===== src/mem_macros.svh =====
`ifndef MEM_MACROS_SVH
`define MEM_MACROS_SVH

// Address and data widths
`define VADDR_W      16
`define PADDR_W      14
`define PAGE_OFF_W   8
`define VPN_IDX_W    4
`define WORD_W       32
`define MEM_WORDS    4096
`define TLB_ENTRIES  4
`define DOMAIN_W     2

// PTE bit positions
`define PTE_V        0
`define PTE_R        1
`define PTE_W        2
`define PTE_U        4
`define PTE_D        7
`define PTE_PPN_LSB  10

`define PRIV_U       2'd0
`define PRIV_S       2'd1
`define PRIV_M       2'd3

`define EXC_NONE     3'd0
`define EXC_LOAD_PF  3'd1
`define EXC_STORE_PF 3'd2
`define EXC_LOAD_AF  3'd3
`define EXC_STORE_AF 3'd4

`endif


===== src/mem_pkg.sv =====
`default_nettype none
`include "mem_macros.svh"

package mem_pkg;

  typedef logic [`VADDR_W-1:0]              vaddr_t;
  typedef logic [`PADDR_W-1:0]              paddr_t;
  typedef logic [`VADDR_W-`PAGE_OFF_W-1:0]  vtag_t;
  typedef logic [`PADDR_W-`PAGE_OFF_W-1:0]  ptag_t;

  typedef logic [`WORD_W-1:0]               word_t;
  typedef logic [`WORD_W-1:0]               pte_t;
  // Word index into the data memory
  typedef logic [`PADDR_W-3:0]              mem_addr_t;

  typedef logic [1:0]                       priv_t;
  typedef logic [2:0]                       exc_t;
  typedef logic [(1 << `DOMAIN_W)-1:0]      domain_mask_t;

  typedef enum logic [1:0] {
    e_walk_idle,
    e_walk_level1,
    e_walk_level0,
    e_walk_done
  } walk_state_e;

endpackage

`default_nettype wire


===== src/mem_arbiter.sv =====
`timescale 1ns/10ps
`default_nettype none

module mem_arbiter
  (input  logic                clk_i
  , input  logic               reset_i
  , input  logic               walk_req_i
  , input  mem_pkg::mem_addr_t walk_addr_i
  , output logic               walk_gnt_o
  , output logic               walk_rvalid_o
  , input  logic               lsu_req_i
  , input  logic               lsu_we_i
  , input  mem_pkg::mem_addr_t lsu_addr_i
  , input  mem_pkg::word_t     lsu_wdata_i
  , output logic               lsu_gnt_o
  , output logic               lsu_rvalid_o
  , output logic               mem_en_o
  , output logic               mem_we_o
  , output mem_pkg::mem_addr_t mem_addr_o
  , output mem_pkg::word_t     mem_wdata_o
  );

  logic walk_rd_q;
  logic lsu_rd_q;

  // Walker always wins
  assign walk_gnt_o = walk_req_i;
  assign lsu_gnt_o  = lsu_req_i & ~walk_req_i;

  assign mem_en_o    = walk_req_i | lsu_req_i;
  assign mem_we_o    = lsu_gnt_o & lsu_we_i;
  assign mem_addr_o  = walk_req_i ? walk_addr_i : lsu_addr_i;
  assign mem_wdata_o = lsu_wdata_i;

  // Owner of the read whose data comes back next cycle
  always_ff @(posedge clk_i) begin
    if (reset_i) begin
      walk_rd_q <= 1'b0;
      lsu_rd_q  <= 1'b0;
    end else begin
      walk_rd_q <= walk_gnt_o;
      lsu_rd_q  <= lsu_gnt_o & ~lsu_we_i;
    end
  end

  assign walk_rvalid_o = walk_rd_q;
  assign lsu_rvalid_o  = lsu_rd_q;

endmodule

`default_nettype wire


===== config.mk =====
export PLATFORM = sky130hd
export DESIGN_NAME = mem_arbiter
export DESIGN_NICKNAME = d
export VERILOG_FILES = /design/src/mem_pkg.sv /design/src/mem_arbiter.sv
export VERILOG_INCLUDE_DIRS = /design/src
export SDC_FILE = /design/constraint.sdc
export NUM_CORES = 1
export LEC_CHECK = 0
export BUFFER_PORTS_ARGS = -buffer_cell sky130_fd_sc_hd__buf_2
export CAP_MARGIN = 20
export CORE_MARGIN = 2
export CORE_UTILIZATION = 26
export CTS_BUF_LIST = sky130_fd_sc_hd__clkbuf_4 sky130_fd_sc_hd__clkbuf_8
export CTS_CLUSTER_DIAMETER = 100
export DETAILED_ROUTE_END_ITERATION = 10
export PLACE_DENSITY = 0.95
export RECOVER_POWER = 100
export SLEW_MARGIN = 10
export SYNTH_ARGS = -nofsm -noshare
export SYNTH_HDL_FRONTEND = slang
export SYNTH_SLANG_ARGS = --single-unit

===== constraint.sdc =====
create_clock -name clk_i -period 1.99 [get_ports clk_i]
set_input_delay 0.4975 -clock clk_i [delete_from_list [all_inputs] [get_ports clk_i]]
set_output_delay 0.4975 -clock clk_i [all_outputs]
set_load 0.005 [all_outputs]

==> out/results.tsv <==
metric	value	unit
wl_per_cell	12.7	µm
antenna_found_initial	0	
setup_viol	0	
critPathLaunchType	input pin	
yosys.cell_types.count	10	
core	1920	µm²
finalHoldViolCount	0	
drt-initial-drc-count	1	
yosysTopAreaCellShare	0.481	
fp.dieArea	2350	µm²
n_antenna_cell	0	
path_class	in2out	
fin_util	0.258	
ctsHoldBuffers	0	
period_minus_slack	1.79	ns
drt_wl_total	1210	µm
ir_drop	0.128	mV
worstPathMaxFanout	18	
slew_headroom	0.785	
clockBufferDepth	2	
worstMarginPinSlew	0.323	ns
synth_edf_count	0	
grt_use_total	0.107	
fp.dieH	48.5	µm
rsz0062_at_grt	false	
dp_hpwl	1040	µm
worstPathArrival	1.29	ns
htree_levels	1	
yosysWarnings	0	
instances_no_fill	95	
synth_most_common_cell	buf_4	
die_w	48.5	µm
seq_area_frac_synth	0.0777	
grt_overflow_total	0	
cts.sink_count	2	
post-cts-setup-buffers	0	
synthArstFlopShare	0	
portBuffers	46	
finalSetupTns	0	ns
grt_max_degree	19	
critPathRequiredTime	1.49	ns
syn_to_final_growth	-3.88	%
holdWs	0.458	ns
grt_pass1_vias	437	
grt_pass1_wl	1880	µm
syn_avg_cell_area	9.55	µm²
ctsRootBufferMaster	clkbuf_4	
register_area	40.0	µm²
synthCells	54	
syn-cell-area	515	µm²
nFillCells	228	
ctsResizeCount	0	
numPlacedInstances	92	
first_pass_iters	4	
drc	0	
core.rowCount	16	
p_per_area	429	nW/µm²
synth_common_cells	buf_4 (33), mux2_2 (7), mux2_4 (5)	
min_period_over_period	0.897	
place_congestion	0.644	
cts_tree	done	
multi_input_area	171	µm²
end_kind	output pin	
syn_nets	115	
synth-main-ff-cell	dfxtp_1	
vias	398	
status	finished clean	
ys_seq_elements	2	
synthTopCellsByArea	buf_4 (48%), mux2_2 (15%), mux2_4 (15%)	
fmax	560	MHz
hold_class	in2reg	
cts_buffers	3	
drive_gt1_frac	0.794	
slew_viol_final	0	
initial_utilization	0.268	
vias_per_cell	4.19	
clkTransAtPathRegs	0.03	ns
yosys.area.top_type	buf_4	
p_leak	0.270	nW
fin_nets	131	
io_pins	111	
drtAntennaViolNets	0	
drv_cap	0	
## layout make-up
type,instances,area share
Timing Repair Buffer,46,0.460
Sequential cell,2,0.0808
Multi-Input combinational cell,17,0.346
Clock buffer,3,0.0455
Tap cell,27,0.0682
## cells by family after synthesis
family / after synthesis / share of synthesized area
buf+inv: 35 / 0.541
mux: 12 / 0.299
simple gates: 5 / 0.0825
flops: 2 / 0.0777
## worst max-delay path, stage by stage
cell    delay, ns
buf_2        0.29
mux2_1       0.37
buf_2        0.13
## cell usage in the layout (no fill, tap or decap)
cell type	synthesis	routed
nor4b_1	0	1
mux2_2	7	7
mux2_1	0	5
and3b_1	1	1
dfxtp_1	2	2
clkbuf_4	0	3
buf_2	0	44
clkbuf_1	0	1
nor2b_1	2	2
or2_1	1	1
buf_1	0	1
## flip-flops by register name, indices dropped and copies added (netlist names)
register       flops
lsu_rvalid_o       1
walk_rvalid_o      1
## worst paths after layout
kind  slack, ns  cells past startpoint             end        from
max        0.20                      3  mem_addr_o[10]  walk_req_i
min        0.46                      2    lsu_rvalid_o    lsu_we_i
## power breakdown
group	switching (mW)	internal (mW)
logic	0.0300	0.0514
registers	0.000346	0.0421
clock network	0.0224	0.0664
total	0.0528	0.160
## metal layers
layer | vias up | global-route usage | wire length [µm]
met5 | - | 0 | 0
li1 | 170 | - | -
met1 | 166 | 0.0750 | 323
met3 | 6 | 0.0494 | 234
met4 | 0 | 0.105 | 28
met2 | 56 | 0.201 | 620
## per-stage QoR
step	power, mW	cell area [µm²]	setup slack [ns]
finish	0.213	495	0.204
global route	0.234	495	0.139
CTS	0.230	523	0.149
detailed placement	0.135	500	0.150
global placement	0.132	500	0.163
floorplan	0.142	515	0.454
No activity file was read; power rests on OpenSTA's default activity.
