===== config.mk =====
export PLATFORM = sky130hd
export DESIGN_NAME = page_walker
export DESIGN_NICKNAME = d
export VERILOG_FILES = /design/src/mem_pkg.sv /design/src/page_walker.sv
export VERILOG_INCLUDE_DIRS = /design/src
export SDC_FILE = /design/constraint.sdc
export NUM_CORES = 1
export LEC_CHECK = 0
export ABC_AREA = 1
export BUFFER_PORTS_ARGS = -buffer_cell sky130_fd_sc_hd__buf_2
export CORE_MARGIN = 5
export CORE_UTILIZATION = 25
export CTS_CLUSTER_DIAMETER = 200
export DETAILED_ROUTE_END_ITERATION = 12
export PLACE_DENSITY = 0.51
export SYNTH_ARGS = -nofsm -noshare
export SYNTH_HDL_FRONTEND = slang
export SYNTH_SLANG_ARGS = --single-unit

===== constraint.sdc =====
create_clock -name clk_i -period 3.6 [get_ports clk_i]
set_clock_uncertainty 0.1 [all_clocks]
set_input_delay 0.18 -clock clk_i [delete_from_list [all_inputs] [get_ports clk_i]]
set_output_delay 0.18 -clock clk_i [all_outputs]
set_load 0.03 [all_outputs]

===== src/mem_macros.svh =====
`ifndef MEM_MACROS_SVH
`define MEM_MACROS_SVH

// Address and data widths
`define VADDR_W      16
`define PADDR_W      14
`define PAGE_OFF_W   8
`define VPN_IDX_W    4
`define WORD_W       32
`define MEM_WORDS    4096
`define TLB_ENTRIES  4
`define DOMAIN_W     2

// PTE bit positions
`define PTE_V        0
`define PTE_R        1
`define PTE_W        2
`define PTE_U        4
`define PTE_D        7
`define PTE_PPN_LSB  10

`define PRIV_U       2'd0
`define PRIV_S       2'd1
`define PRIV_M       2'd3

`define EXC_NONE     3'd0
`define EXC_LOAD_PF  3'd1
`define EXC_STORE_PF 3'd2
`define EXC_LOAD_AF  3'd3
`define EXC_STORE_AF 3'd4

`endif


===== src/mem_pkg.sv =====
`default_nettype none
`include "mem_macros.svh"

package mem_pkg;

  typedef logic [`VADDR_W-1:0]              vaddr_t;
  typedef logic [`PADDR_W-1:0]              paddr_t;
  typedef logic [`VADDR_W-`PAGE_OFF_W-1:0]  vtag_t;
  typedef logic [`PADDR_W-`PAGE_OFF_W-1:0]  ptag_t;

  typedef logic [`WORD_W-1:0]               word_t;
  typedef logic [`WORD_W-1:0]               pte_t;
  // Word index into the data memory
  typedef logic [`PADDR_W-3:0]              mem_addr_t;

  typedef logic [1:0]                       priv_t;
  typedef logic [2:0]                       exc_t;
  typedef logic [(1 << `DOMAIN_W)-1:0]      domain_mask_t;

  typedef enum logic [1:0] {
    e_walk_idle,
    e_walk_level1,
    e_walk_level0,
    e_walk_done
  } walk_state_e;

endpackage

`default_nettype wire


===== src/page_walker.sv =====
`timescale 1ns/10ps
`default_nettype none
`include "mem_macros.svh"

module page_walker
  (input  logic                clk_i
  , input  logic               reset_i
  , input  mem_pkg::ptag_t     base_ppn_i
  , input  logic               start_i
  , input  mem_pkg::vtag_t     vtag_i
  , output logic               busy_o
  , output logic               done_o
  , output logic               fault_o
  , output logic               fill_v_o
  , output mem_pkg::vtag_t     fill_vtag_o
  , output mem_pkg::pte_t      fill_pte_o
  , output logic               mem_req_o
  , output mem_pkg::mem_addr_t mem_addr_o
  , input  logic               mem_gnt_i
  , input  logic               mem_rvalid_i
  , input  mem_pkg::word_t     mem_rdata_i
  );

  import mem_pkg::*;

  walk_state_e state_q;
  vtag_t       vtag_q;
  ptag_t       table_ppn_q;
  pte_t        pte_q;
  logic        issued_q;
  logic        fault_q;

  ptag_t                 table_ppn;
  logic [`VPN_IDX_W-1:0] index;
  pte_t                  rd_pte;
  logic                  reading;
  logic                  ptr_ok;
  logic                  leaf_ok;

  assign rd_pte  = mem_rdata_i;
  assign reading = (state_q == e_walk_level1) || (state_q == e_walk_level0);

  // Pointer PTE has V only, leaf PTE needs V and R
  assign ptr_ok  = rd_pte[`PTE_V] & ~rd_pte[`PTE_R] & ~rd_pte[`PTE_W];
  assign leaf_ok = rd_pte[`PTE_V] & rd_pte[`PTE_R];

  always_comb begin
    if (state_q == e_walk_level1) begin
      table_ppn = base_ppn_i;
      index     = vtag_q[2*`VPN_IDX_W-1 -: `VPN_IDX_W];
    end else begin
      table_ppn = table_ppn_q;
      index     = vtag_q[`VPN_IDX_W-1:0];
    end
  end

  // Four bytes per PTE inside the table page
  assign mem_addr_o = {table_ppn, {(`PAGE_OFF_W-`VPN_IDX_W-2){1'b0}}, index};
  assign mem_req_o  = reading & ~issued_q;

  always_ff @(posedge clk_i) begin
    if (reset_i) begin
      state_q  <= e_walk_idle;
      issued_q <= 1'b0;
      fault_q  <= 1'b0;
    end else begin
      case (state_q)
        e_walk_idle: begin
          fault_q <= 1'b0;
          if (start_i) begin
            state_q <= e_walk_level1;
          end
        end
        e_walk_level1,
        e_walk_level0: begin
          if (mem_req_o && mem_gnt_i) begin
            issued_q <= 1'b1;
          end
          if (mem_rvalid_i) begin
            issued_q <= 1'b0;
            if (state_q == e_walk_level1 && ptr_ok) begin
              state_q <= e_walk_level0;
            end else begin
              state_q <= e_walk_done;
              fault_q <= (state_q == e_walk_level1) | ~leaf_ok;
            end
          end
        end
        default: state_q <= e_walk_idle;
      endcase
    end
  end

  always_ff @(posedge clk_i) begin
    if (state_q == e_walk_idle && start_i) begin
      vtag_q <= vtag_i;
    end
    if (mem_rvalid_i && state_q == e_walk_level1) begin
      table_ppn_q <= rd_pte[`PTE_PPN_LSB +: (`PADDR_W-`PAGE_OFF_W)];
    end
    if (mem_rvalid_i && state_q == e_walk_level0) begin
      pte_q <= rd_pte;
    end
  end

  assign busy_o      = state_q != e_walk_idle;
  assign done_o      = state_q == e_walk_done;
  assign fault_o     = done_o & fault_q;
  assign fill_v_o    = done_o & ~fault_q;
  assign fill_vtag_o = vtag_q;
  assign fill_pte_o  = pte_q;

endmodule

`default_nettype wire


==> results of run 1 <==
==> area by class of cell <==
cell class	count	area [um^2]	share of cell area, %
clock inverter	3	43.8	1.45
multi-input combinational	66	313	10.4
tap	99	124	4.11
sequential	50	1460	48.5
timing repair buffer	147	943	31.3
inverter	16	60.1	1.99
clock buffer	5	68.8	2.28
==> stage by stage <==
stage          cells  hold slack [ps]  utilization [%]  worst slack [ps]  instance area (um^2)
2_1_floorplan    136              149                -              1870                  1860
3_3_place_gp     337              257             34.3              1630                  2490
3_5_place_dp     337              258             34.3              1610                  2490
4_1_cts          386             71.4             41.6              1260                  3010
5_1_grt          386             90.6             41.6              1100                  3010
6_report         386             68.8             41.6              1320                  3010
==> logic make-up (layout without fill, tap and decap cells) <==
kind of cell / after synthesis / count (layout) / synth area share (%)
compound gates: 7 / 7 / 2.29
fa+ha+maj: 5 / 5 / 3.37
buf+inv: 20 / 171 / 4.59
flops: 50 / 50 / 78.8
other cells: 1 / 2 / 0.202
simple gates: 52 / 52 / 10.8
==> path summary, 6_finish.rpt <==
check | from | to | slack, ps
worst max register to register | state_q[0] | fill_pte_o[30] | 1710
worst max-delay path | state_q[1] | mem_addr_o[8] | 1320
worst min-delay path | mem_gnt_i | issued_q | 70
worst min register to register | fault_q | fault_q | 400
==> power by group through the flow <==
stage / clock [mW] / combinational, mW / sequential [mW]
floorplan: 0 / 0.246 / 0.769
global placement: 0 / 0.432 / 0.718
detailed placement: 0 / 0.433 / 0.720
CTS: 0.419 / 0.468 / 0.706
global route: 0.440 / 0.507 / 0.711
finish: 0.400 / 0.460 / 0.706
==> cells in the mapped netlist <==
cell type / count / share of area [%]
edfxtp_1: 46 / 74
dfxtp_1: 4 / 4.3
a21oi_1: 3 / 0.81
inv_1: 16 / 3.2
a21oi_2: 1 / 0.47
buf_2: 2 / 0.54
nand3_1: 1 / 0.27
nor3_1: 1 / 0.27
or2_1: 1 / 0.34
nor2_1: 3 / 0.61
conb_1: 1 / 0.20
buf_4: 2 / 0.81
ha_1: 5 / 3.4
nand2_1: 46 / 9.3
o21ai_2: 1 / 0.47
o21ai_0: 2 / 0.54
==> worst min-delay path, stage by stage <==
cell and delay [ps]:
buf_2 80, a21oi_1 50, nor3_1 120
==> routing by layer <==
metal | global-route usage (%) | part of all wire [%]
met1 | 11.0 | 39
met2 | 18.6 | 51
met3 | 3.52 | 9.4
met4 | 3.55 | 1.2
met5 | 0 | 0
==> registers in the layout, summed over array words and instances (netlist names) <==
| signal | flops |
|---|---|
| fault_q | 1 |
| fill_pte_o | 32 |
| fill_vtag_o | 8 |
| issued_q | 1 |
| state_q | 2 |
| table_ppn_q | 6 |
==> impl_metrics.toml, run 1 <==
[setup_path]
crit_family = "buffers and inverters"
critPathKind = "register to output pin"
worst_setup_path_end_kind = "output pin"
cp.depth = 6
start_kind = "register"
worst_path_max_delay_cell = "ha_1"
crit_fanout = 14
r2r.worst_path.cells = 5
worstPathArrival_ps = 2000
worstPathRequired_ps = 3320
slowest_delay_ps = 490
path_cells = "inv_1, ha_1, inv_1, nand2_1, nand2_1, buf_2"
cp_num_buf_inv = 3

[pwr]
p_leak_nw = 1.39
clockPowerShare_pct = 25.6
switching_power_mw = 0.524
vdd_drop_max_mv = 0.187
power_density_nw_per_um2 = 520
pwr-share-seq_pct = 45.1
swShare_pct = 33.5
combPwrFrac_pct = 29.4
p_int_mw = 1.04
total_power_mw = 1.57

[cts]
cts_tree = "done"
post-cts-setup-buffer-count = 0
cts_inserted_buffers = 5
clockRootBuffer = "clkbuf_8"
clk_pin_slew_ps = 100
ctsLongestPathBuffers = 2
htreeDepth = 2
cts_sinks = 50
cts_hold_buf = 41
clock_latency_ps = 300
cts_resized = 0

[die]
std_cell_rows = 31
coreArea_um2 = 7250
start_util_pct = 25.6
io_pins = 108
fp.dieArea_um2 = 9240
die-height_um = 96.2
fp.dieW_um = 96.2

[detailed_routing]
vias = 1468
drt_first_pass_iters = 4
drtIter0Drc = 39
via_per_inst = 3.80
route.detailed.drc = 0
wirelength_um = 4770
drt-wirelength-per-cell_um = 12.3
drt.antenna.violating_nets = 0

[global_route]
gr-total-overflow = 0
grt_use_total_pct = 10.3
grt_pass1_wl_um = 7160
antenna_found_initial = 0
grt_start_max_net_pins = 19
grt_pass1_vias = 1531

[synth]
synth_cell_types = 16
yosysSeqAreaShare_pct = 78.8
syn_inst = 135
synth-seq-cells = 50
synth.avg_cell_area_um2 = 13.7
synth_area_um2 = 1860
ys_warn_count = 0

[sta]
rsz0062_at_grt = "false"
hold_viol = 0
setup-tns-final_ps = 0
setup_viol = 0
slew_headroom_pct = 61.0
drv_slew = 0
min_period_over_period_pct = 63.2
fmax_mhz = 440
period_minus_slack_ps = 2280
worst-slew-pin-transition_ps = 584

[placed_design]
numPortBuffers = 105
hpwl_um = 3390
gp_congestion = 0.689

[finish]
nNetsFinal = 342
layout_commonest_cell = "buf_2"
layout_common_cells = "buf_2, nand2_1, edfxtp_1"
drive_above_1_share_pct = 40.4
areaGrowthSynthToFinish_pct = 62.4
n_antenna_cell = 0
n_fill_cell = 708

[job]
drv_cap = 0

[worst_hold_path]
min_path_type = "primary input to register"
whs_path_depth = 3

[run_status]
outcome = "finished, final reports clean"
Power figures use the tool's default switching activity.
==> run 2: changes to the inputs <==
- ABC_AREA: 1 -> 0
- PLACE_DENSITY: 0.51 -> 0.52
- clock period: 3.6 -> 1.9 ns (I/O delays scaled with it)
==> run 2 against run 1 <==
Net effect: register-to-register slack got worse by 1400 ps; synthesized cell count decreased by 27%; hold slack gained 140 ps; utilization increased by 0.58 points; final area grew 2.5%.
==> impl_metrics.toml, run 2 <==
[run_status]
outcome = "finished, final reports clean"

[synth]
synth_common_cells = "edfxtp_1, mux2_4, ha_1, and2_1, dfxtp_1"
synth_top_area_cell = "edfxtp_1"
synthXorXnorAreaFrac_pct = 0
synth_top_area_share_pct = 72.6
post-synth-top-count-cell = "edfxtp_1"
synth-seq-cells = 50
synth_cell_types = 28
yosysSeqAreaShare_pct = 76.8
synth_top_family_by_area = "multiplexers"
async_flop_share_pct = 0
synth_area_um2 = 1900
synth_simple_gate_area_share_pct = 5.13
synth_fa_ha_area_share_pct = 3.29
ys_warn_count = 0
synth-edff-count = 46
ys.flop_type = "edfxtp_1"
syn_inst = 98
synth.avg_cell_area_um2 = 19.4
synthMuxAreaShare_pct = 7.30
synth_compound_area_share_pct = 4.80
synthTopCellsByArea = "edfxtp_1, mux2_4, dfxtp_1"

[detailed_routing]
route.detailed.drc = 0
via_per_inst = 3.94
vias = 1395
drt_first_pass_iters = 4
drt-wirelength-per-cell_um = 13.8
wirelength_um = 4870
drt.antenna.violating_nets = 0
drtIter0Drc = 20

[finish]
nNetsFinal = 310
fin_area_um2 = 3090
finish.utilization_pct = 42.1
drive_above_1_share_pct = 52.2
areaGrowthSynthToFinish_pct = 62.4
n_antenna_cell = 0
layout_commonest_cell = "buf_2"
largest_register_ffs = 32
n_fill_cell = 680
layout_common_cells = "buf_2, edfxtp_1, dlygate4sd3_1"

[placed_design]
hpwl_um = 3530
dpl-instance-area_um2 = 2560
gp_congestion = 0.723
numPortBuffers = 105
place_ws_ps = 356

[sta]
setup-tns-final_ps = 0
drv_slew = 0
fmax_mhz = 551
min_period_over_period_pct = 95.6
period_minus_slack_ps = 1820
fin_ws_ps = 83.8
setup_viol = 0
hold_viol = 0
rsz0062_at_grt = "true"

[die]
io_pins = 108
coreArea_um2 = 7330
fp.dieArea_um2 = 9450
die-height_um = 97.2
start_util_pct = 25.9
std_cell_rows = 31
fp.dieW_um = 97.2

[pwr]
power_density_nw_per_um2 = 1130
vdd_drop_max_mv = 0.422
p_leak_nw = 1.30

[setup_path]
worst_setup_path_end_kind = "output pin"
slowest_delay_ps = 350
worst_path_max_delay_cell = "dfxtp_2"
start_kind = "register"
critPathKind = "register to output pin"
path_cells = "inv_1, ha_2, buf_12, mux2_1, buf_2"
worstPathRequired_ps = 1700
crit_fanout = 14
worstPathArrival_ps = 1620

[cts]
htreeDepth = 2
cts_inserted_buffers = 5
ctsLongestPathBuffers = 2
cts_tree = "done"
cts_sinks = 50
clock_latency_ps = 300
clk_pin_slew_ps = 90
clockRootBuffer = "clkbuf_8"

[global_route]
grt_use_total_pct = 10.6
antenna_found_initial = 0
grt_pass1_vias = 1539
grt_start_max_net_pins = 21
gr-total-overflow = 0
grt_pass1_wl_um = 8000

[job]
drv_cap = 0

[worst_hold_path]
min_path_type = "primary input to register"
run 2: cell count changes after synthesis, moves of 2 or more:
cell	change
nor2b_1	+2
mux2_4	+7
nand2_1	-46
mux2_1	+3
and2_1	+4
inv_1	-13
run 2: layer usage:
layer | wire (um) | global-route usage (%)
met1 | 1950 | 11.7
met2 | 2400 | 18.4
met3 | 463 | 4.67
met4 | 56 | 3.19
met5 | 0 | 0
run 2: path summary, 6_finish.rpt:
kind,from,depth (start not counted),endpoint,slack [ps]
max,state_q[1],5,mem_addr_o[11],80
min,start_i,4,state_q[1],210
max reg2reg,state_q[0],4,fill_pte_o[3],350
min reg2reg,issued_q,2,issued_q,410
run 2: repair_timing:
item | CTS | global route
setup endpoints to repair | 0 | 11
setup buffers | 0 | 1
hold endpoints to repair | 49 | 0
gates resized for setup | 0 | 3
hold buffers | 43 | 0
run 2: cell type report:
class	instances	area (um^2)	share of cell area, %
flip-flops and latches	50	1460	47.3
well taps	99	124	4.01
clock buffers	5	68.8	2.23
multi-input cells	41	404	13.1
inverters	4	15.0	0.486
clock inverters	3	16.3	0.527
repair buffers	152	998	32.3
run 2: power by group:
group | switching (mW) | internal, mW
Clock | 0.345 | 0.253
Combinational | 0.870 | 0.580
Sequential | 0.0607 | 1.37
Total | 1.28 | 2.21
run 2: cell families (layout without fill, tap and decap cells):
| family | after synthesis | in the layout |
|---|---|---|
| AO/OA/AOI/OAI | 9 | 9 |
| adder cells (fa/ha/maj) | 5 | 5 |
| buffers and inverters | 8 | 164 |
| flip-flops | 50 | 50 |
| multiplexers | 10 | 10 |
| other | 1 | 2 |
| AND/OR/NAND/NOR | 15 | 15 |
run 2: critical path: cells and delay by family, from the launching register on:
kind	cells	cell delay, ps
buf+inv	3	440
flops	1	350
mux	1	320
fa+ha+maj	1	210
run 2: per-stage QoR:
stage          instances  power (mW)  hold slack [ps]
3_5_place_dp         302        2.83              174
5_1_grt              354        3.68              250
6_report             354        3.48              213
2_1_floorplan         99        2.45             64.5
4_1_cts              353        3.51              207
3_3_place_gp         302        2.81              172
