--- config.mk ---
export PLATFORM = sky130hd
export DESIGN_NAME = dtlb
export DESIGN_NICKNAME = d
export VERILOG_FILES = /design/src/mem_pkg.sv /design/src/dtlb.sv
export VERILOG_INCLUDE_DIRS = /design/src
export SDC_FILE = /design/constraint.sdc
export NUM_CORES = 1
export LEC_CHECK = 0
export BUFFER_PORTS_ARGS = -buffer_cell sky130_fd_sc_hd__buf_2
export CORE_UTILIZATION = 25
export CTS_CLUSTER_DIAMETER = 200
export CTS_CLUSTER_SIZE = 16
export DETAILED_ROUTE_END_ITERATION = 8
export GPL_ROUTABILITY_DRIVEN = 0
export GPL_TIMING_DRIVEN = 0
export MAX_ROUTING_LAYER = met4
export SLEW_MARGIN = 20
export SYNTH_ARGS = -nofsm -noshare
export SYNTH_HDL_FRONTEND = slang
export SYNTH_SLANG_ARGS = --single-unit
--- constraint.sdc ---
create_clock -name clk_i -period 3.8 [get_ports clk_i]
set_input_delay 0.38 -clock clk_i [delete_from_list [all_inputs] [get_ports clk_i]]
set_output_delay 0.38 -clock clk_i [all_outputs]
set_load 0.02 [all_outputs]
--- src/mem_macros.svh ---
`ifndef MEM_MACROS_SVH
`define MEM_MACROS_SVH

// Address and data widths
`define VADDR_W      16
`define PADDR_W      14
`define PAGE_OFF_W   8
`define VPN_IDX_W    4
`define WORD_W       32
`define MEM_WORDS    4096
`define TLB_ENTRIES  4
`define DOMAIN_W     2

// PTE bit positions
`define PTE_V        0
`define PTE_R        1
`define PTE_W        2
`define PTE_U        4
`define PTE_D        7
`define PTE_PPN_LSB  10

`define PRIV_U       2'd0
`define PRIV_S       2'd1
`define PRIV_M       2'd3

`define EXC_NONE     3'd0
`define EXC_LOAD_PF  3'd1
`define EXC_STORE_PF 3'd2
`define EXC_LOAD_AF  3'd3
`define EXC_STORE_AF 3'd4

`endif

--- src/mem_pkg.sv ---
`default_nettype none
`include "mem_macros.svh"

package mem_pkg;

  typedef logic [`VADDR_W-1:0]              vaddr_t;
  typedef logic [`PADDR_W-1:0]              paddr_t;
  typedef logic [`VADDR_W-`PAGE_OFF_W-1:0]  vtag_t;
  typedef logic [`PADDR_W-`PAGE_OFF_W-1:0]  ptag_t;

  typedef logic [`WORD_W-1:0]               word_t;
  typedef logic [`WORD_W-1:0]               pte_t;
  // Word index into the data memory
  typedef logic [`PADDR_W-3:0]              mem_addr_t;

  typedef logic [1:0]                       priv_t;
  typedef logic [2:0]                       exc_t;
  typedef logic [(1 << `DOMAIN_W)-1:0]      domain_mask_t;

  typedef enum logic [1:0] {
    e_walk_idle,
    e_walk_level1,
    e_walk_level0,
    e_walk_done
  } walk_state_e;

endpackage

`default_nettype wire

--- src/dtlb.sv ---
`timescale 1ns/10ps
`default_nettype none
`include "mem_macros.svh"

module dtlb
  (input  logic           clk_i
  , input  logic          reset_i
  , input  logic          flush_i
  , input  logic          lookup_v_i
  , input  mem_pkg::vtag_t lookup_vtag_i
  , output logic          hit_o
  , output logic          miss_o
  , output mem_pkg::pte_t pte_o
  , input  logic          fill_v_i
  , input  mem_pkg::vtag_t fill_vtag_i
  , input  mem_pkg::pte_t fill_pte_i
  );

  import mem_pkg::*;

  localparam int ptr_w = $clog2(`TLB_ENTRIES);

  vtag_t                   tag_q [`TLB_ENTRIES];
  pte_t                    entry_pte_q [`TLB_ENTRIES];
  logic [`TLB_ENTRIES-1:0] valid_q;
  logic [ptr_w-1:0]        fill_ptr_q;
  logic                    hit_q;
  logic                    miss_q;
  pte_t                    pte_q;

  logic match;
  pte_t match_pte;

  always_comb begin
    match     = 1'b0;
    match_pte = '0;
    for (int i = 0; i < `TLB_ENTRIES; i++) begin
      if (valid_q[i] && (tag_q[i] == lookup_vtag_i)) begin
        match     = 1'b1;
        match_pte = entry_pte_q[i];
      end
    end
  end

  always_ff @(posedge clk_i) begin
    if (reset_i) begin
      valid_q    <= '0;
      fill_ptr_q <= '0;
      hit_q      <= 1'b0;
      miss_q     <= 1'b0;
    end else begin
      hit_q  <= lookup_v_i & match;
      miss_q <= lookup_v_i & ~match;
      if (flush_i) begin
        valid_q <= '0;
      end else if (fill_v_i) begin
        valid_q[fill_ptr_q] <= 1'b1;
        fill_ptr_q          <= fill_ptr_q + 1'b1;
      end
    end
  end

  always_ff @(posedge clk_i) begin
    if (fill_v_i) begin
      tag_q[fill_ptr_q]       <= fill_vtag_i;
      entry_pte_q[fill_ptr_q] <= fill_pte_i;
    end
    if (lookup_v_i) begin
      pte_q <= match_pte;
    end
  end

  assign hit_o  = hit_q;
  assign miss_o = miss_q;
  assign pte_o  = pte_q;

endmodule

`default_nettype wire

==> run summary, run 1 <==
FF-to-FF setup slack = 1.05 ns
hold buffers post-CTS = 0
H-Tree Level Count = 4
r2r startpoint = tag_q[3][5]
Slew headroom = 0.4322
Sw Pwr = 0.9462 mW
dpl ws = 0.9239 ns
largest net degree at the start of global routing = 42
first-pass GRT wire length = 28,570 µm
final worst slack = 1.049 ns
FF-to-FF End = pte_o[28]
Worst Hold Depth = 1
TritonCTS clock tree = yes
initial DRC count = 420
max frequency = 363.5 MHz
clk_skew = 0.007213 ns
Post-DP Area = 0.008813 mm²
Tot Pwr = 4.610 mW
clock latency on the worst-skew pair = 0.43 ns
Critical Path AT = 3.01 ns
Reg power frac = 0.545
TritonCTS Sinks = 200
crit path time final = 2.751 ns
Gate power share = 0.046
Yosys warnings = 0
pins over their slew limit = 0
share of cells above drive strength 1 = 0.2353
LEAKAGE = 3.088 nW
Die H = 179.4 µm
PostCTS Resize Cnt = 0
most frequent cells in the layout = edfxtp_1, buf_2, nand3_1, nand2_1, o21ai_0
Final HPWL DP = 12,320 µm
EDFF count, synth = 192
hold_ws = 0.1550 ns
Slew @ Worst Pin = 0.8517 ns
core area = 0.03075 mm²
CP required = 4.05 ns
Placed Cells = 993
Syn-to-layout area delta = 20.07%
Hold Startpoint = fill_pte_i[17]
commonest non-fill, non-tap cell in the layout = edfxtp_1
Min-Delay Path Class = in2reg
crit-path max FO = 10
ys flop type = edfxtp_1
Clk pwr share = 0.408
drt first pass iters = 8
Via Count = 4,701
Remaining Overflow, GRT = 0
#FFs+latches synth = 200
die area = 0.03219 mm²
final hold violations = 0
setup tns final = 0 ns
number of buffers created by CTS = 17
switching share of total power = 0.2053
Max VDD drop = 0.3178 mV
crit share post-route = 0.7239
I/O Pins = 87
endpoint type of the worst setup path = register
Root Buffer = clkbuf_16
Post-Synthesis Cells = 512
Wirelength per Cell = 18.35 µm
count of cell types in the netlist = 42
asr flop ratio synth = 0
synthesized area = 0.007869 mm²
Cell Int Power = 3.664 mW
Max Cap Viol = 0
ranking of synthesized cells by area = edfxtp_1, xnor2_1, a311oi_1
routed wire length = 18,890 µm
area of the multi-input gates = 0.001737 mm²
status = complete, but fails checks
vias in the first global route = 4,867
worst hold endpoint = entry_pte_q[0][17]
failing checks = design-rule violations
# fillers = 3,051
detailed-route DRC error count = 24
row cnt = 64
Seq/Total Area, Yosys = 0.7531
Final Instance Count excl. Fillers = 1,029
Clock transition at path regs = 0.07 ns
design area = 0.009448 mm²
mean post-synth cell area = 15.37 µm²
CP startpoint kind = register
FF+latch area = 0.005926 mm²
Post-Syn Nets = 569
number of vias per cell = 4.569
share of the synthesized area in the top cell type = 0.7327
RSZ-0062 raised after global routing = no
clock buffer depth = 2
antenna viol nets, final = 0
cell area power density = 487.9 mW/mm²
Worst Reg-to-Reg Cells = 7
Final #Nets = 673
initial antenna violation count = 3
Die X = 179.4 µm
final setup fails = 0
leading area contributor after synthesis = edfxtp_1
final core utilization = 0.3073
Post-CTS Setup Inserts = 0
Port-buffer cells = 84
initial cell density of the core = 0.2559
GRT Total Usage = 0.1237
Crit Path Category = reg2reg
final cells by class:
cell class / count / area share
Antenna cell: 4 / 0.001059
Tap cell: 396 / 0.05244
Clock buffer: 22 / 0.05125
Multi-Input combinational cell: 269 / 0.1838
Timing Repair Buffer: 85 / 0.04662
Inverter: 11 / 0.004370
Buffer: 32 / 0.01841
Clock inverter: 10 / 0.01483
Sequential cell: 200 / 0.6272
cells in the mapped netlist (2+ instances only):
master and number:
buf_2 2, and3_1 9, or3_1 3, a311oi_1 21
nor3_2 3, edfxtp_1 192, inv_1 11, o21ai_0 28
ha_1 4, nor2_1 7, nand4_1 2, xor2_1 7
buf_6 4, a31oi_1 2, nand3_1 35, dfxtp_1 8
o31ai_1 7, o21ai_1 20, clkbuf_1 22, nand2_1 33
o221a_2 9, and2_1 4, nor4_1 17, xnor2_1 25
nor3_1 20
cells by family (layout without fill, tap and decap cells):
group           count (synthesis)  after routing  synth area share
compound gates                 90             90           0.07871
xor+xnor                       33             33           0.03769
fa+ha+maj                       4              4          0.006361
buf+inv                        43            160           0.02735
flops                         200            200            0.7531
other cells                     0              4                 0
simple gates                  142            142           0.09684
how the worst max path moves through the flow:
stage | startpoint | end | slack [ns] | depth (start not counted)
6_report | tag_q[3][5] | pte_o[28] | 1.05 | 7
5_1_grt | tag_q[3][5] | pte_o[18] | 0.87 | 7
4_1_cts | tag_q[3][5] | pte_o[28] | 1.06 | 7
3_5_place_dp | lookup_vtag_i[5] | pte_o[3] | 0.92 | 8
3_3_place_gp | lookup_vtag_i[5] | pte_o[28] | 0.97 | 8
2_1_floorplan | lookup_vtag_i[1] | pte_o[20] | 1.71 | 8
power by group through the flow:
stage          Clock (mW)  Combinational, mW  Sequential [mW]
2_1_floorplan           0             0.0851             2.58
3_3_place_gp            0              0.209             2.57
3_5_place_dp            0              0.217             2.56
4_1_cts              1.91              0.217             2.51
5_1_grt              1.99              0.232             2.52
6_report             1.88              0.214             2.51
sequential cells by signal, summed over array words and instances, names as in the netlist:
| name | cells |
|---|---|
| tag_q | 32 |
| pte_o | 32 |
| miss_o | 1 |
| entry_pte_q | 128 |
| fill_ptr_q | 2 |
| hit_o | 1 |
| valid_q | 4 |
critical path, stage by stage (launching register included):
cell and delay [ns]:
edfxtp_1 0.38, xnor2_1 0.18, nand3_1 0.20, nor3_1 0.33, clkbuf_1 0.59, clkbuf_1 0.61
nand2_1 0.13, o21ai_1 0.16
per-layer routing:
layer,track usage,wire length (µm)
met4,0.04724,369
met2,0.1961,9202
met3,0.03343,1285
met5,-,0
met1,0.1505,8027
(Power assumes the default switching activity.)
==> run 2: changes to the inputs <==
==> constraint.sdc (replaced) <==
create_clock -name clk_i -period 2.4 [get_ports clk_i]
set_input_delay 0.24 -clock clk_i [delete_from_list [all_inputs] [get_ports clk_i]]
set_output_delay 0.24 -clock clk_i [all_outputs]
set_load 0.02 [all_outputs]
==> run 2 against run 1 <==
Effect of this change:
- the run still ends with design-rule violations left
- die area unchanged
- sequential share of layout area shrank 1.2 points
- via count up 1.0%
- power up 59%
- maximum frequency up 20%
- critical path type unchanged
- largest power group unchanged
==> run summary, run 2 (synthesis results as in run 1) <==
status = complete, but fails checks
failing checks = design-rule violations
FF-to-FF setup slack = 0.12 ns (-0.93 ns)
Clock transition at path regs = 0.07 ns (about the same)
most frequent cells in the layout = edfxtp_1, buf_2, nand3_1, nand2_1, o21ai_0
Reg power frac = 0.543 (-0.002)
commonest non-fill, non-tap cell in the layout = edfxtp_1
clock buffer depth = 2 (unchanged)
# fillers = 3,026 (-0.82%)
final setup fails = 0 (unchanged)
endpoint type of the worst setup path = register
critical path's slowest cell = or3_1
Critical Path AT = 2.46 ns (-0.55 ns)
Crit Path Category = reg2reg
GRT busiest layer = met2
GRT met2 Usage = 0.1969 (+0.0007812)
initial DRC count = 404 (-3.8%)
largest net degree at the start of global routing = 42 (unchanged)
Max VDD drop = 0.5037 mV (+59%)
Worst path max stage delay = 0.41 ns (-0.20 ns)
initial cell density of the core = 0.2559 (unchanged)
Top delay family on crit path = simple AND/OR/NAND/NOR gates
Max Cap Viol = 0 (unchanged)
cell area power density = 762.0 mW/mm² (+56%)
setup tns final = 0 ns (unchanged)
GRT Total Usage = 0.1242 (+0.0004285)
Via Count = 4,748 (+1.0%)
Reg with most FFs = entry_pte_q
Root Buffer = clkbuf_16
Final HPWL DP = 12,320 µm (unchanged)
Cell Int Power = 5.820 mW (+59%)
Wirelength per Cell = 18.32 µm (-0.15%)
crit share post-route = 0.9512 (+0.2274)
TritonCTS clock tree = yes
max frequency = 438.0 MHz (+20%)
Placed Cells = 993 (unchanged)
clock latency on the worst-skew pair = 0.44 ns (about the same)
H-Tree Level Count = 4 (unchanged)
Remaining Overflow, GRT = 0 (unchanged)
FF+latch area = 0.005926 mm² (unchanged)
Slew @ Worst Pin = 0.8466 ns (-0.005144 ns)
Sw Pwr = 1.515 mW (+60%)
TritonCTS Sinks = 200 (unchanged)
vias in the first global route = 4,889 (+0.45%)
Final #Nets = 679 (+0.89%)
routed wire length = 18,950 µm (+0.33%)
row cnt = 64 (unchanged)
CP Cell Sequence = xnor2_1 -> nand3_2 -> or3_1 -> clkbuf_2 -> buf_6 -> a311oi_1 -> o21ai_1
antenna viol nets, final = 0 (unchanged)
Die H = 179.4 µm (unchanged)
met3 Track Usage GR = 0.03059 (-0.002836)
number of vias per cell = 4.592 (+0.51%)
Min-Delay Path Class = in2reg
crit-path max FO = 10 (unchanged)
met1 usage = 0.1538 (+0.003335)
Syn-to-layout area delta = 22.32%
drt first pass iters = 9 (+1)
RSZ-0062 raised after global routing = no
final hold violations = 0 (unchanged)
Final Instance Count excl. Fillers = 1,034 (+0.49%)
detailed-route DRC error count = 24 (unchanged)
Port-buffer cells = 84 (unchanged)
Critical path buffers and inverters = 2 (unchanged)
LEAKAGE = 3.194 nW (+3.4%)
pins over their slew limit = 0 (unchanged)
clk_skew = 0.01142 ns (+0.004207 ns)
share of cells above drive strength 1 = 0.2724 (+0.03715)
max reg flops = 128 (unchanged)
I/O Pins = 87 (unchanged)
first-pass GRT wire length = 28,690 µm (+0.41%)
CP required = 2.58 ns (-1.47 ns)
Slew headroom = 0.4356 (+0.003429)
CP startpoint kind = register
Gate power share = 0.050 (+0.004)
crit path time final = 2.283 ns (-0.4678 ns)
Clk pwr share = 0.407 (about the same)
Die X = 179.4 µm (unchanged)
area of the multi-input gates = 0.001844 mm² (+6.2%)
switching share of total power = 0.2065 (+0.001250)
number of buffers created by CTS = 17 (unchanged)
initial antenna violation count = 2 (-1)
die area = 0.03219 mm² (unchanged)
core area = 0.03075 mm² (unchanged)
[run 2: cell types whose count changed in the layout (fill, tap and decap cells not counted), sizes merged]
cell         delta
clkbuf          -6
dlygate4sd3     +2
buf            +10
diode           -1
[run 2: cell type report]
cell class,count,share of cell area
Sequential cell,200,0.6156
Timing Repair Buffer,94,0.05330
Multi-Input combinational cell,269,0.1916
Buffer,29,0.01807
Inverter,11,0.004290
Tap cell,396,0.05148
Clock inverter,10,0.01456
Clock buffer,22,0.05031
Antenna cell,3,0.0007799
[run 2: per-layer routing]
metal / routed length (µm) / vias to the layer above
met5: 0 / -
met4: 344 / 0
met3: 1118 / 23
met2: 9366 / 145
met1: 8118 / 2365
li1: - / 2215
[run 2: repair_timing]
item                       4_1_cts  5_1_grt
pin swaps                        4        4
setup buffers                    3        4
gates cloned                     0        0
setup endpoints to repair       33       31
hold buffers                     2        0
hold endpoints to repair         6        0
gates resized for setup         15       12
[run 2: final timing paths]
check	cells after the start	startpoint	endpoint
min reg2reg	2	valid_q[2]	valid_q[2]
max	7	tag_q[1][7]	pte_o[24]
min	1	fill_pte_i[29]	entry_pte_q[1][29]
max reg2reg	7	tag_q[1][7]	pte_o[24]
[run 2: power by group through the flow]
stage               clock, mW  combinational, mW  sequential, mW
finish                   2.98              0.367            3.98
global placement            0              0.330            4.06
global route             3.15              0.397            3.99
detailed placement          0              0.343            4.06
floorplan                   0              0.135            4.08
CTS                      3.02              0.363            3.98
[run 2: stage by stage]
| stage | hold slack (ns) | cell area (µm²) | utilization | total power [mW] | setup slack (ns) |
|---|---|---|---|---|---|
| 3_3_place_gp | 0.4533 | 8785 | 0.2857 | 4.393 | -0.3457 |
| 3_5_place_dp | 0.4549 | 8813 | 0.2866 | 4.401 | -0.3361 |
| 5_1_grt | 0.002394 | 9623 | 0.3129 | 7.538 | 0.003464 |
| 4_1_cts | 0.001964 | 9552 | 0.3106 | 7.364 | 0.004082 |
| 2_1_floorplan | 0.3193 | 7869 | - | 4.216 | 0.3977 |
| 6_report | 0.02019 | 9625 | 0.3130 | 7.334 | 0.1171 |
[run 2: worst reg2reg max path: stages (launching register included)]
cell,delay [ns]
edfxtp_1,0.38
xnor2_1,0.20
nand3_2,0.23
or3_1,0.42
clkbuf_2,0.18
buf_6,0.17
a311oi_1,0.33
o21ai_1,0.13
